[src/fpu_data_pkg.sv]
`default_nettype none

package fpu_data_pkg;

  // operand geometry
  parameter int DATA_W = 64;
  parameter int SNG_W  = 32;

  // two singles side by side, hi in the upper word
  typedef struct packed {
    logic [SNG_W-1:0] hi;
    logic [SNG_W-1:0] lo;
  } operand_t;

  // scalar compare outcome, exactly one set per scalar result
  typedef struct packed {
    logic lt;
    logic eq;
    logic gt;
    logic unord;
  } cmp_flags_t;

  // raised exception conditions
  typedef struct packed {
    logic invalid;
    logic denormal;
  } raise_t;

  // trap enables in fpcsr
  // two bits, invalid above denormal as in raise_t
  parameter int EXC_EN_LSB = 11;

  // codes reported on exc_code
  parameter logic [3:0] EXC_INVALID  = 4'd1;
  parameter logic [3:0] EXC_DENORMAL = 4'd2;

endpackage

`default_nettype wire

[src/fpu_op_pkg.sv]
`default_nettype none

package fpu_op_pkg;

  // issue opcodes handled by this cluster
  typedef enum logic [7:0] {
    OP_CMP_S   = 8'h30,
    OP_PCMP_LT = 8'h34,
    OP_SWAP    = 8'h48,
    OP_DUP_LO  = 8'h49,
    OP_MERGE   = 8'h4a
  } opcode_t;

  // which stage-2 lane takes the operation
  typedef enum logic [1:0] {
    LANE_NONE = 2'd0,
    LANE_CMP  = 2'd1,
    LANE_PERM = 2'd2
  } lane_t;

  // permute selections
  parameter logic [1:0] PERM_SWAP   = 2'd0;
  parameter logic [1:0] PERM_DUP_LO = 2'd1;
  parameter logic [1:0] PERM_MERGE  = 2'd2;

  typedef struct packed {
    lane_t      lane;
    logic       is_packed;
    logic [1:0] perm_mode;
  } fpu_ctrl_t;

endpackage

`default_nettype wire

[src/fpu_issue_if.sv]
`timescale 1ns/1ns
`default_nettype none

// decoded operation from stage 1 to the stage-2 lanes
interface fpu_issue_if;

  logic                   valid;
  fpu_op_pkg::fpu_ctrl_t  ctrl;
  fpu_data_pkg::operand_t opnd_a;
  fpu_data_pkg::operand_t opnd_b;

  modport decode (
    output valid,
    output ctrl,
    output opnd_a,
    output opnd_b
  );

  // no ready, each lane claims its own ops by ctrl.lane
  modport lane (
    input valid,
    input ctrl,
    input opnd_a,
    input opnd_b
  );

endinterface

`default_nettype wire

[src/operand_bypass.sv]
`timescale 1ns/1ns
`default_nettype none

module operand_bypass #(
  parameter int NUM_FWD = 2
) (
  input  logic                                 clk,
  input  logic                                 rst,
  input  fpu_data_pkg::operand_t               issue_value,
  input  logic [1:0]                           fwd_now,
  input  logic [1:0]                           fwd_old,
  input  fpu_data_pkg::operand_t [NUM_FWD-1:0] fwd_bus,
  output fpu_data_pkg::operand_t               operand
);

  // bus values as they were one cycle back
  fpu_data_pkg::operand_t [NUM_FWD-1:0] bus_q;

  always_ff @(posedge clk) begin
    if (rst) begin
      bus_q <= '0;
    end else begin
      bus_q <= fwd_bus;
    end
  end

  // current-cycle bus wins over the delayed copy
  always_comb begin
    operand = issue_value;
    if (fwd_now != 2'd0) begin
      operand = fwd_bus[fwd_now - 2'd1];
    end else if (fwd_old != 2'd0) begin
      operand = bus_q[fwd_old - 2'd1];
    end
  end

  // selects must name an existing bus
  a_fwd_range: assert property (
    @(posedge clk) disable iff (rst)
    (fwd_now <= NUM_FWD) && (fwd_old <= NUM_FWD)
  ) else $error("forwarding select beyond NUM_FWD");

endmodule

`default_nettype wire

[src/fpu_op_decode.sv]
`timescale 1ns/1ns
`default_nettype none

module fpu_op_decode (
  input  logic                   clk,
  input  logic                   rst,
  input  logic                   issue_valid,
  input  logic [7:0]             issue_op,
  input  fpu_data_pkg::operand_t opnd_a,
  input  fpu_data_pkg::operand_t opnd_b,
  fpu_issue_if.decode            iss
);

  fpu_op_pkg::fpu_ctrl_t ctrl_d;
  logic                  op_known;

  // opcodes accepted by this cluster
  assign op_known = issue_op inside {fpu_op_pkg::OP_CMP_S, fpu_op_pkg::OP_PCMP_LT,
                                     fpu_op_pkg::OP_SWAP, fpu_op_pkg::OP_DUP_LO,
                                     fpu_op_pkg::OP_MERGE};

  // opcode to lane control
  always_comb begin
    ctrl_d.lane      = fpu_op_pkg::LANE_NONE;
    ctrl_d.is_packed = 1'b0;
    ctrl_d.perm_mode = fpu_op_pkg::PERM_SWAP;
    case (fpu_op_pkg::opcode_t'(issue_op))
      fpu_op_pkg::OP_CMP_S: begin
        ctrl_d.lane = fpu_op_pkg::LANE_CMP;
      end
      fpu_op_pkg::OP_PCMP_LT: begin
        ctrl_d.lane      = fpu_op_pkg::LANE_CMP;
        ctrl_d.is_packed = 1'b1;
      end
      fpu_op_pkg::OP_SWAP: begin
        ctrl_d.lane      = fpu_op_pkg::LANE_PERM;
        ctrl_d.perm_mode = fpu_op_pkg::PERM_SWAP;
      end
      fpu_op_pkg::OP_DUP_LO: begin
        ctrl_d.lane      = fpu_op_pkg::LANE_PERM;
        ctrl_d.perm_mode = fpu_op_pkg::PERM_DUP_LO;
      end
      fpu_op_pkg::OP_MERGE: begin
        ctrl_d.lane      = fpu_op_pkg::LANE_PERM;
        ctrl_d.perm_mode = fpu_op_pkg::PERM_MERGE;
      end
      // unknown opcode stays on LANE_NONE and is dropped
      default: begin
        ctrl_d.lane = fpu_op_pkg::LANE_NONE;
      end
    endcase
  end

  // stage 1
  always_ff @(posedge clk) begin
    if (rst) begin
      iss.valid <= 1'b0;
    end else begin
      iss.valid <= issue_valid && op_known;
    end
    iss.ctrl   <= ctrl_d;
    iss.opnd_a <= opnd_a;
    iss.opnd_b <= opnd_b;
  end

  // every known opcode decodes to a lane
  a_lane_named: assert property (
    @(posedge clk) disable iff (rst)
    iss.valid |-> (iss.ctrl.lane != fpu_op_pkg::LANE_NONE)
  ) else $error("valid operation without a lane");

endmodule

`default_nettype wire

[src/fp_compare.sv]
`timescale 1ns/1ns
`default_nettype none

module fp_compare (
  input  logic                     clk,
  input  logic                     rst,
  fpu_issue_if.lane                iss,
  output logic                     cmp_valid,
  output fpu_data_pkg::operand_t   cmp_data,
  output fpu_data_pkg::cmp_flags_t cmp_flags,
  output fpu_data_pkg::raise_t     cmp_raise
);

  typedef logic [fpu_data_pkg::SNG_W-1:0] sng_t;

  // all-ones exponent, nonzero fraction
  function automatic logic is_nan(input sng_t x);
    return (x[30:23] == 8'hff) && (x[22:0] != 23'd0);
  endfunction

  function automatic logic is_denorm(input sng_t x);
    return (x[30:23] == 8'h00) && (x[22:0] != 23'd0);
  endfunction

  // ordered less-than, NaN screened by the caller
  function automatic logic ord_lt(input sng_t a, input sng_t b);
    logic lt;
    if ((a[30:0] == 31'd0) && (b[30:0] == 31'd0)) begin
      // +0 and -0 are equal
      lt = 1'b0;
    end else if (a[31] != b[31]) begin
      lt = a[31];
    end else if (a[31]) begin
      lt = a[30:0] > b[30:0];
    end else begin
      lt = a[30:0] < b[30:0];
    end
    return lt;
  endfunction

  logic                     nan_lo;
  logic                     nan_hi;
  logic                     den_lo;
  logic                     den_hi;
  logic                     lt_lo;
  logic                     lt_hi;
  logic                     gt_lo;
  fpu_data_pkg::operand_t   data_d;
  fpu_data_pkg::cmp_flags_t flags_d;
  fpu_data_pkg::raise_t     raise_d;

  assign nan_lo = is_nan(iss.opnd_a.lo) || is_nan(iss.opnd_b.lo);
  assign nan_hi = is_nan(iss.opnd_a.hi) || is_nan(iss.opnd_b.hi);
  assign den_lo = is_denorm(iss.opnd_a.lo) || is_denorm(iss.opnd_b.lo);
  assign den_hi = is_denorm(iss.opnd_a.hi) || is_denorm(iss.opnd_b.hi);
  assign lt_lo  = !nan_lo && ord_lt(iss.opnd_a.lo, iss.opnd_b.lo);
  assign lt_hi  = !nan_hi && ord_lt(iss.opnd_a.hi, iss.opnd_b.hi);
  assign gt_lo  = !nan_lo && ord_lt(iss.opnd_b.lo, iss.opnd_a.lo);

  always_comb begin
    if (iss.ctrl.is_packed) begin
      // per-half less-than mask
      data_d.hi        = {fpu_data_pkg::SNG_W{lt_hi}};
      data_d.lo        = {fpu_data_pkg::SNG_W{lt_lo}};
      flags_d          = '0;
      raise_d.invalid  = nan_hi || nan_lo;
      raise_d.denormal = den_hi || den_lo;
    end else begin
      // scalar on the low halves, result only in the flags
      data_d           = {fpu_data_pkg::DATA_W{1'b0}};
      flags_d.lt       = lt_lo;
      flags_d.gt       = gt_lo;
      flags_d.eq       = !nan_lo && !lt_lo && !gt_lo;
      flags_d.unord    = nan_lo;
      raise_d.invalid  = nan_lo;
      raise_d.denormal = den_lo;
    end
  end

  // stage 2
  always_ff @(posedge clk) begin
    if (rst) begin
      cmp_valid <= 1'b0;
    end else begin
      cmp_valid <= iss.valid && (iss.ctrl.lane == fpu_op_pkg::LANE_CMP);
    end
    cmp_data  <= data_d;
    cmp_flags <= flags_d;
    cmp_raise <= raise_d;
  end

endmodule

`default_nettype wire

[src/fp_permute.sv]
`timescale 1ns/1ns
`default_nettype none

module fp_permute (
  input  logic                   clk,
  input  logic                   rst,
  fpu_issue_if.lane              iss,
  output logic                   perm_valid,
  output fpu_data_pkg::operand_t perm_data
);

  fpu_data_pkg::operand_t data_d;

  // rearrange single-precision halves
  always_comb begin
    case (iss.ctrl.perm_mode)
      fpu_op_pkg::PERM_SWAP: begin
        data_d.hi = iss.opnd_a.lo;
        data_d.lo = iss.opnd_a.hi;
      end
      fpu_op_pkg::PERM_DUP_LO: begin
        data_d.hi = iss.opnd_a.lo;
        data_d.lo = iss.opnd_a.lo;
      end
      // merge, hi of a over lo of b
      default: begin
        data_d.hi = iss.opnd_a.hi;
        data_d.lo = iss.opnd_b.lo;
      end
    endcase
  end

  // stage 2
  always_ff @(posedge clk) begin
    if (rst) begin
      perm_valid <= 1'b0;
    end else begin
      perm_valid <= iss.valid && (iss.ctrl.lane == fpu_op_pkg::LANE_PERM);
    end
    perm_data <= data_d;
  end

endmodule

`default_nettype wire

[src/fpu_writeback.sv]
`timescale 1ns/1ns
`default_nettype none

module fpu_writeback (
  input  logic                     clk,
  input  logic                     rst,
  input  logic [31:0]              fpcsr,
  input  logic                     cmp_valid,
  input  fpu_data_pkg::operand_t   cmp_data,
  input  fpu_data_pkg::cmp_flags_t cmp_flags,
  input  fpu_data_pkg::raise_t     cmp_raise,
  input  logic                     perm_valid,
  input  fpu_data_pkg::operand_t   perm_data,
  output logic                     result_valid,
  output fpu_data_pkg::operand_t   result_data,
  output fpu_data_pkg::cmp_flags_t result_flags,
  output logic                     exc_valid,
  output logic [3:0]               exc_code
);

  fpu_data_pkg::raise_t raise_en;

  // raised and trap-enabled
  always_comb begin
    raise_en.invalid  = cmp_raise.invalid && fpcsr[fpu_data_pkg::EXC_EN_LSB + 1];
    raise_en.denormal = cmp_raise.denormal && fpcsr[fpu_data_pkg::EXC_EN_LSB];
  end

  // stage 3
  always_ff @(posedge clk) begin
    if (rst) begin
      result_valid <= 1'b0;
      exc_valid    <= 1'b0;
    end else begin
      result_valid <= cmp_valid || perm_valid;
      exc_valid    <= cmp_valid && (raise_en.invalid || raise_en.denormal);
    end
    if (cmp_valid) begin
      result_data  <= cmp_data;
      result_flags <= cmp_flags;
    end else begin
      // permute carries no flags
      result_data  <= perm_data;
      result_flags <= '0;
    end
    // invalid takes priority
    exc_code <= raise_en.invalid ? fpu_data_pkg::EXC_INVALID : fpu_data_pkg::EXC_DENORMAL;
  end

  // decode hands each op to one lane only
  a_one_lane: assert property (
    @(posedge clk) disable iff (rst)
    !(cmp_valid && perm_valid)
  ) else $error("compare and permute results in the same cycle");

endmodule

`default_nettype wire

[src/fpu_cluster.sv]
`timescale 1ns/1ns
`default_nettype none

module fpu_cluster #(
  parameter int NUM_FWD = 2
) (
  input  logic                     clk,
  input  logic                     rst,
  input  logic [31:0]              fpcsr,
  input  logic                     issue_valid,
  input  logic [7:0]               issue_op,
  input  fpu_data_pkg::operand_t   issue_a,
  input  fpu_data_pkg::operand_t   issue_b,
  input  logic [1:0]               fwd_now_a,
  input  logic [1:0]               fwd_old_a,
  input  logic [1:0]               fwd_now_b,
  input  logic [1:0]               fwd_old_b,
  input  fpu_data_pkg::operand_t   fwd_bus0,
  input  fpu_data_pkg::operand_t   fwd_bus1,
  output logic                     result_valid,
  output fpu_data_pkg::operand_t   result_data,
  output fpu_data_pkg::cmp_flags_t result_flags,
  output logic                     exc_valid,
  output logic [3:0]               exc_code
);

  fpu_data_pkg::operand_t [NUM_FWD-1:0] fwd_bus;
  fpu_data_pkg::operand_t               opnd_a;
  fpu_data_pkg::operand_t               opnd_b;
  logic                                 cmp_valid;
  fpu_data_pkg::operand_t               cmp_data;
  fpu_data_pkg::cmp_flags_t             cmp_flags;
  fpu_data_pkg::raise_t                 cmp_raise;
  logic                                 perm_valid;
  fpu_data_pkg::operand_t               perm_data;

  // bus 0 in the low slot
  assign fwd_bus = {fwd_bus1, fwd_bus0};

  fpu_issue_if iss ();

  operand_bypass #(.NUM_FWD(NUM_FWD)) u_bypass_a (
    .clk         (clk),
    .rst         (rst),
    .issue_value (issue_a),
    .fwd_now     (fwd_now_a),
    .fwd_old     (fwd_old_a),
    .fwd_bus     (fwd_bus),
    .operand     (opnd_a)
  );

  operand_bypass #(.NUM_FWD(NUM_FWD)) u_bypass_b (
    .clk         (clk),
    .rst         (rst),
    .issue_value (issue_b),
    .fwd_now     (fwd_now_b),
    .fwd_old     (fwd_old_b),
    .fwd_bus     (fwd_bus),
    .operand     (opnd_b)
  );

  fpu_op_decode u_decode (
    .clk         (clk),
    .rst         (rst),
    .issue_valid (issue_valid),
    .issue_op    (issue_op),
    .opnd_a      (opnd_a),
    .opnd_b      (opnd_b),
    .iss         (iss)
  );

  fp_compare u_compare (
    .clk       (clk),
    .rst       (rst),
    .iss       (iss),
    .cmp_valid (cmp_valid),
    .cmp_data  (cmp_data),
    .cmp_flags (cmp_flags),
    .cmp_raise (cmp_raise)
  );

  fp_permute u_permute (
    .clk        (clk),
    .rst        (rst),
    .iss        (iss),
    .perm_valid (perm_valid),
    .perm_data  (perm_data)
  );

  fpu_writeback u_writeback (
    .clk          (clk),
    .rst          (rst),
    .fpcsr        (fpcsr),
    .cmp_valid    (cmp_valid),
    .cmp_data     (cmp_data),
    .cmp_flags    (cmp_flags),
    .cmp_raise    (cmp_raise),
    .perm_valid   (perm_valid),
    .perm_data    (perm_data),
    .result_valid (result_valid),
    .result_data  (result_data),
    .result_flags (result_flags),
    .exc_valid    (exc_valid),
    .exc_code     (exc_code)
  );

endmodule

`default_nettype wire

[config.mk]
export PLATFORM = sky130hd
export DESIGN_NAME = fpu_cluster
export DESIGN_NICKNAME = d
export VERILOG_FILES = /design/src/fpu_data_pkg.sv /design/src/fpu_op_pkg.sv /design/src/fpu_issue_if.sv /design/src/operand_bypass.sv /design/src/fpu_op_decode.sv /design/src/fp_compare.sv /design/src/fp_permute.sv /design/src/fpu_writeback.sv /design/src/fpu_cluster.sv
export SDC_FILE = /design/constraint.sdc
export NUM_CORES = 1
export LEC_CHECK = 0
export BUFFER_PORTS_ARGS = -buffer_cell sky130_fd_sc_hd__buf_4
export CAP_MARGIN = 20
export CORE_ASPECT_RATIO = 1.1
export CORE_MARGIN = 5
export CORE_UTILIZATION = 45
export CTS_CLUSTER_SIZE = 8
export DETAILED_ROUTE_END_ITERATION = 16
export PLACE_DENSITY_LB_ADDON = 0.1
export SETUP_SLACK_MARGIN = 0.3
export SLEW_MARGIN = 0
export SYNTH_ARGS = -nofsm -noshare
export SYNTH_HDL_FRONTEND = slang
export SYNTH_HIERARCHICAL = 1
export SYNTH_SLANG_ARGS = --single-unit
[constraint.sdc]
create_clock -name clk -period 2.77 [get_ports clk]
set_clock_uncertainty 0.2 [all_clocks]
set_input_delay 0.4155 -clock clk [delete_from_list [all_inputs] [get_ports clk]]
set_output_delay 0.4155 -clock clk [all_outputs]
set_load 0.005 [all_outputs]
==> metrics.yaml <==
worst_setup_path:
  arrival_ns: 2.65
  end_kind: "flop"
  cp_slowest_cell: "dfxtp_1"
  path_max_fanout: 5
  cp_cell_sequence: "ha_1 > nand4_1 > nor4_1 > a221oi_1 > o21ai_0 > o21a_1 > o21ba_1"
  critical_path_class: "flop to flop"
  crit_path_start_kind: "flop"
  required_ns: 3.04
  cp_slowest_stage_delay_ns: 0.59
timing:
  hold_ws_ns: 0.0368
  min_period_ns: 2.38
  hold_viol_final: 0
  rsz0062_at_grt: "false"
  worstMarginPinSlew_ns: 0.652
  finalSetupTns_ns: 0
  post-route-period-util_pct: 85.9
  slew_viol_final: 0
  setup_viol: 0
  fmax_ghz: 0.420
  max_slew_margin_pct: 56.5
drt:
  wl_met2_um: 34000
  ant_nets: 0
  first_pass_iters: 5
  vias_per_cell: 5.28
  topRoutingLayerUsed: "met4"
  wl_um: 68400
  met1Wirelength_um: 28900
  met3WireLength_um: 3480
  route.detailed.drc: 0
  drt-initial-drc-count: 953
  wire_per_inst_um: 21.9
  vias: 16500
run:
  drv_cap: 0
placed_design:
  post-dp-hpwl_um: 48200
  dp_cells: 2899
  port_buffers: 348
  postPlaceCellArea_um2: 25300
  gp_congestion: 0.868
clock_tree:
  h-tree-depth: 3
  numCtsBuffers: 76
  cts_tree: "done"
  clockRootBuffer: "clkbuf_16"
  clkSlewWorstSetupHoldPaths_ns: 0.05
  clk_path_buf_depth: 3
  cts_sinks: 536
  clk_latency_ns: 0.59
synth:
  yosysMostFrequentCell: "dfxtp_1"
  yosysTopAreaCell: "dfxtp_1"
  synth_compound_area_share_pct: 14.4
  yosysWarnings: 6
  ys.flop_type: "dfxtp_1"
  synthMuxAreaShare_pct: 13.5
  synthCells: 2037
  synth_top_family_by_area: "compound AO/OA/AOI/OAI gates"
  syn_avg_cell_area_um2: 11.1
  synth_common_cells: "dfxtp_1, nor2b_1, mux2i_1, nor2_1, o22ai_1"
  yosysSeqAreaShare_pct: 47.6
  yosys.area_share.simple_pct: 13.8
  synthXorXnorAreaFrac_pct: 0.0389
  synth-edff-count: 0
  synth_fa_ha_area_share_pct: 3.44
  yosys.area.top_type_share_pct: 47.6
  async_flop_share_pct: 0
  synth_area_um2: 22500
  synth_area_leaders: "dfxtp_1, a221oi_2, mux2i_1"
  yosys_register_bits: 536
  synthDistinctLibCells: 62
die:
  core_area_um2: 49800
  pin_count: 381
  start_util_pct: 45.2
  dieArea_um2: 54600
  die_h_um: 245
  die_w_um: 223
  row_count: 86
power_and_ir_drop:
  vdd_drop_max_v: 0.000470
  power_density_nw_per_um2: 679
  leakage_nw: 12.4
final_layout:
  final_nets: 2832
  final_area_um2: 28800
  area_growth_syn_to_layout_pct: 27.9
  post_route_cells_drive_above_1_share_pct: 29.8
  n_antenna_cell: 0
  finalNonFillerCells: 3126
global_routing:
  antenna_found_initial: 0
  grt_pass1_vias: 17200
  grt_max_degree: 95
  grt_overflow: 0
  grt_pass1_wl_um: 103000
  grt_use_total_pct: 24.2
status:
  outcome: "complete, no violations"
hold_path:
  hold_class: "primary input to flop"
## path summary, 6_finish.rpt
| check | startpoint | endpoint | slack (ns) | cells past startpoint |
|---|---|---|---|---|
| setup / recovery | u_decode/iss.opnd_a[57] | u_compare/cmp_data[32] | 0.39 | 7 |
| setup reg to reg | u_decode/iss.opnd_a[57] | u_compare/cmp_data[32] | 0.39 | 7 |
| hold / removal | issue_b[35] | u_decode/iss.opnd_b[35] | 0.04 | 3 |
| hold reg to reg | u_decode/iss.ctrl[4] | u_compare/cmp_valid | 0.22 | 1 |
## flip-flops by register name (all words and copies together) (netlist names), 2 cells and up
register,cells
u_bypass_a/bus_q,128
u_bypass_b/bus_q,128
u_compare/cmp_data,2
u_compare/cmp_flags,4
u_compare/cmp_raise,2
u_decode/iss.ctrl,5
u_decode/iss.opnd_a,64
u_decode/iss.opnd_b,64
u_permute/perm_data,64
u_writeback/exc_code,2
u_writeback/result_data,64
u_writeback/result_flags,4
## layout make-up
class / count / area (um^2)
Fill cell: 4174 / 21000
Sequential cell: 536 / 10700
Multi-Input combinational cell: 1234 / 10200
Timing Repair Buffer: 542 / 4720
Clock buffer: 80 / 1980
Tap cell: 660 / 826
Inverter: 73 / 284
Clock inverter: 1 / 8.76
## worst max-delay path, delay by kind of cell (launching register included)
kind	cells	cell delay, ns
AND/OR/NAND/NOR	2	0.21
AO/OA/AOI/OAI	4	0.92
flip-flops	1	0.59
adder cells (fa/ha/maj)	1	0.35
## power breakdown
group / total (mW) / switching, mW / internal [mW]
Sequential: 8.74 / 0.404 / 8.34
Clock: 8.07 / 3.11 / 4.96
Combinational: 2.72 / 1.30 / 1.42
## layer usage
layer / track usage, % / vias to the layer above
li1: - / 8010
met1: 30.2 / 7916
met2: 41.8 / 434
met3: 4.77 / 132
met4: 8.54 / 0
met5: 0 / -
## placed cells by master (no fill, tap or decap), types with 7 or more instances in the layout
| cell | Yosys | final |
|---|---|---|
| a221oi_2 | 122 | 122 |
| buf_4 | 92 | 375 |
| buf_12 | 0 | 23 |
| nand4_1 | 18 | 18 |
| nor3_1 | 8 | 7 |
| nor4_1 | 29 | 29 |
| dfxtp_1 | 536 | 527 |
| mux2i_1 | 160 | 160 |
| nor2_1 | 144 | 144 |
| o21ai_1 | 30 | 31 |
| nand2_1 | 63 | 63 |
| clkbuf_16 | 0 | 79 |
| nor2b_1 | 256 | 256 |
| dlygate4sd3_1 | 0 | 143 |
| dfxtp_2 | 0 | 7 |
| a21oi_1 | 24 | 24 |
| nand3_1 | 7 | 7 |
| ha_1 | 62 | 62 |
| mux2_4 | 96 | 96 |
| o22ai_1 | 129 | 129 |
| inv_1 | 71 | 69 |
| o21ai_0 | 11 | 10 |
| a221oi_1 | 11 | 11 |
| and2_1 | 7 | 7 |
## through the flow
stage | total power [mW] | util (%) | worst slack (ns)
6_report | 19.5 | 57.8 | 0.391
3_3_place_gp | 11.4 | 50.8 | 0.354
2_1_floorplan | 10.2 | - | 0.641
5_1_grt | 20.4 | 57.8 | 0.277
3_5_place_dp | 11.4 | 50.8 | 0.331
4_1_cts | 19.7 | 57.7 | 0.306
## cell families (layout without fill, tap and decap cells)
logic type	count (synthesis)	count (layout)
simple gates	564	564
flops	536	536
compound gates	349	349
buf+inv	268	696
mux	256	256
fa+ha+maj	62	62
other cells	1	2
xor+xnor	1	1
## repair_timing
action | 4_1_cts | 5_1_grt
hold endpoints to repair | 388 | 0
setup buffers | 0 | 3
hold buffers | 143 | 0
setup endpoints to repair | 0 | 5
resized for setup | 0 | 10
Note: power is estimated with default switching activity, not from simulation.
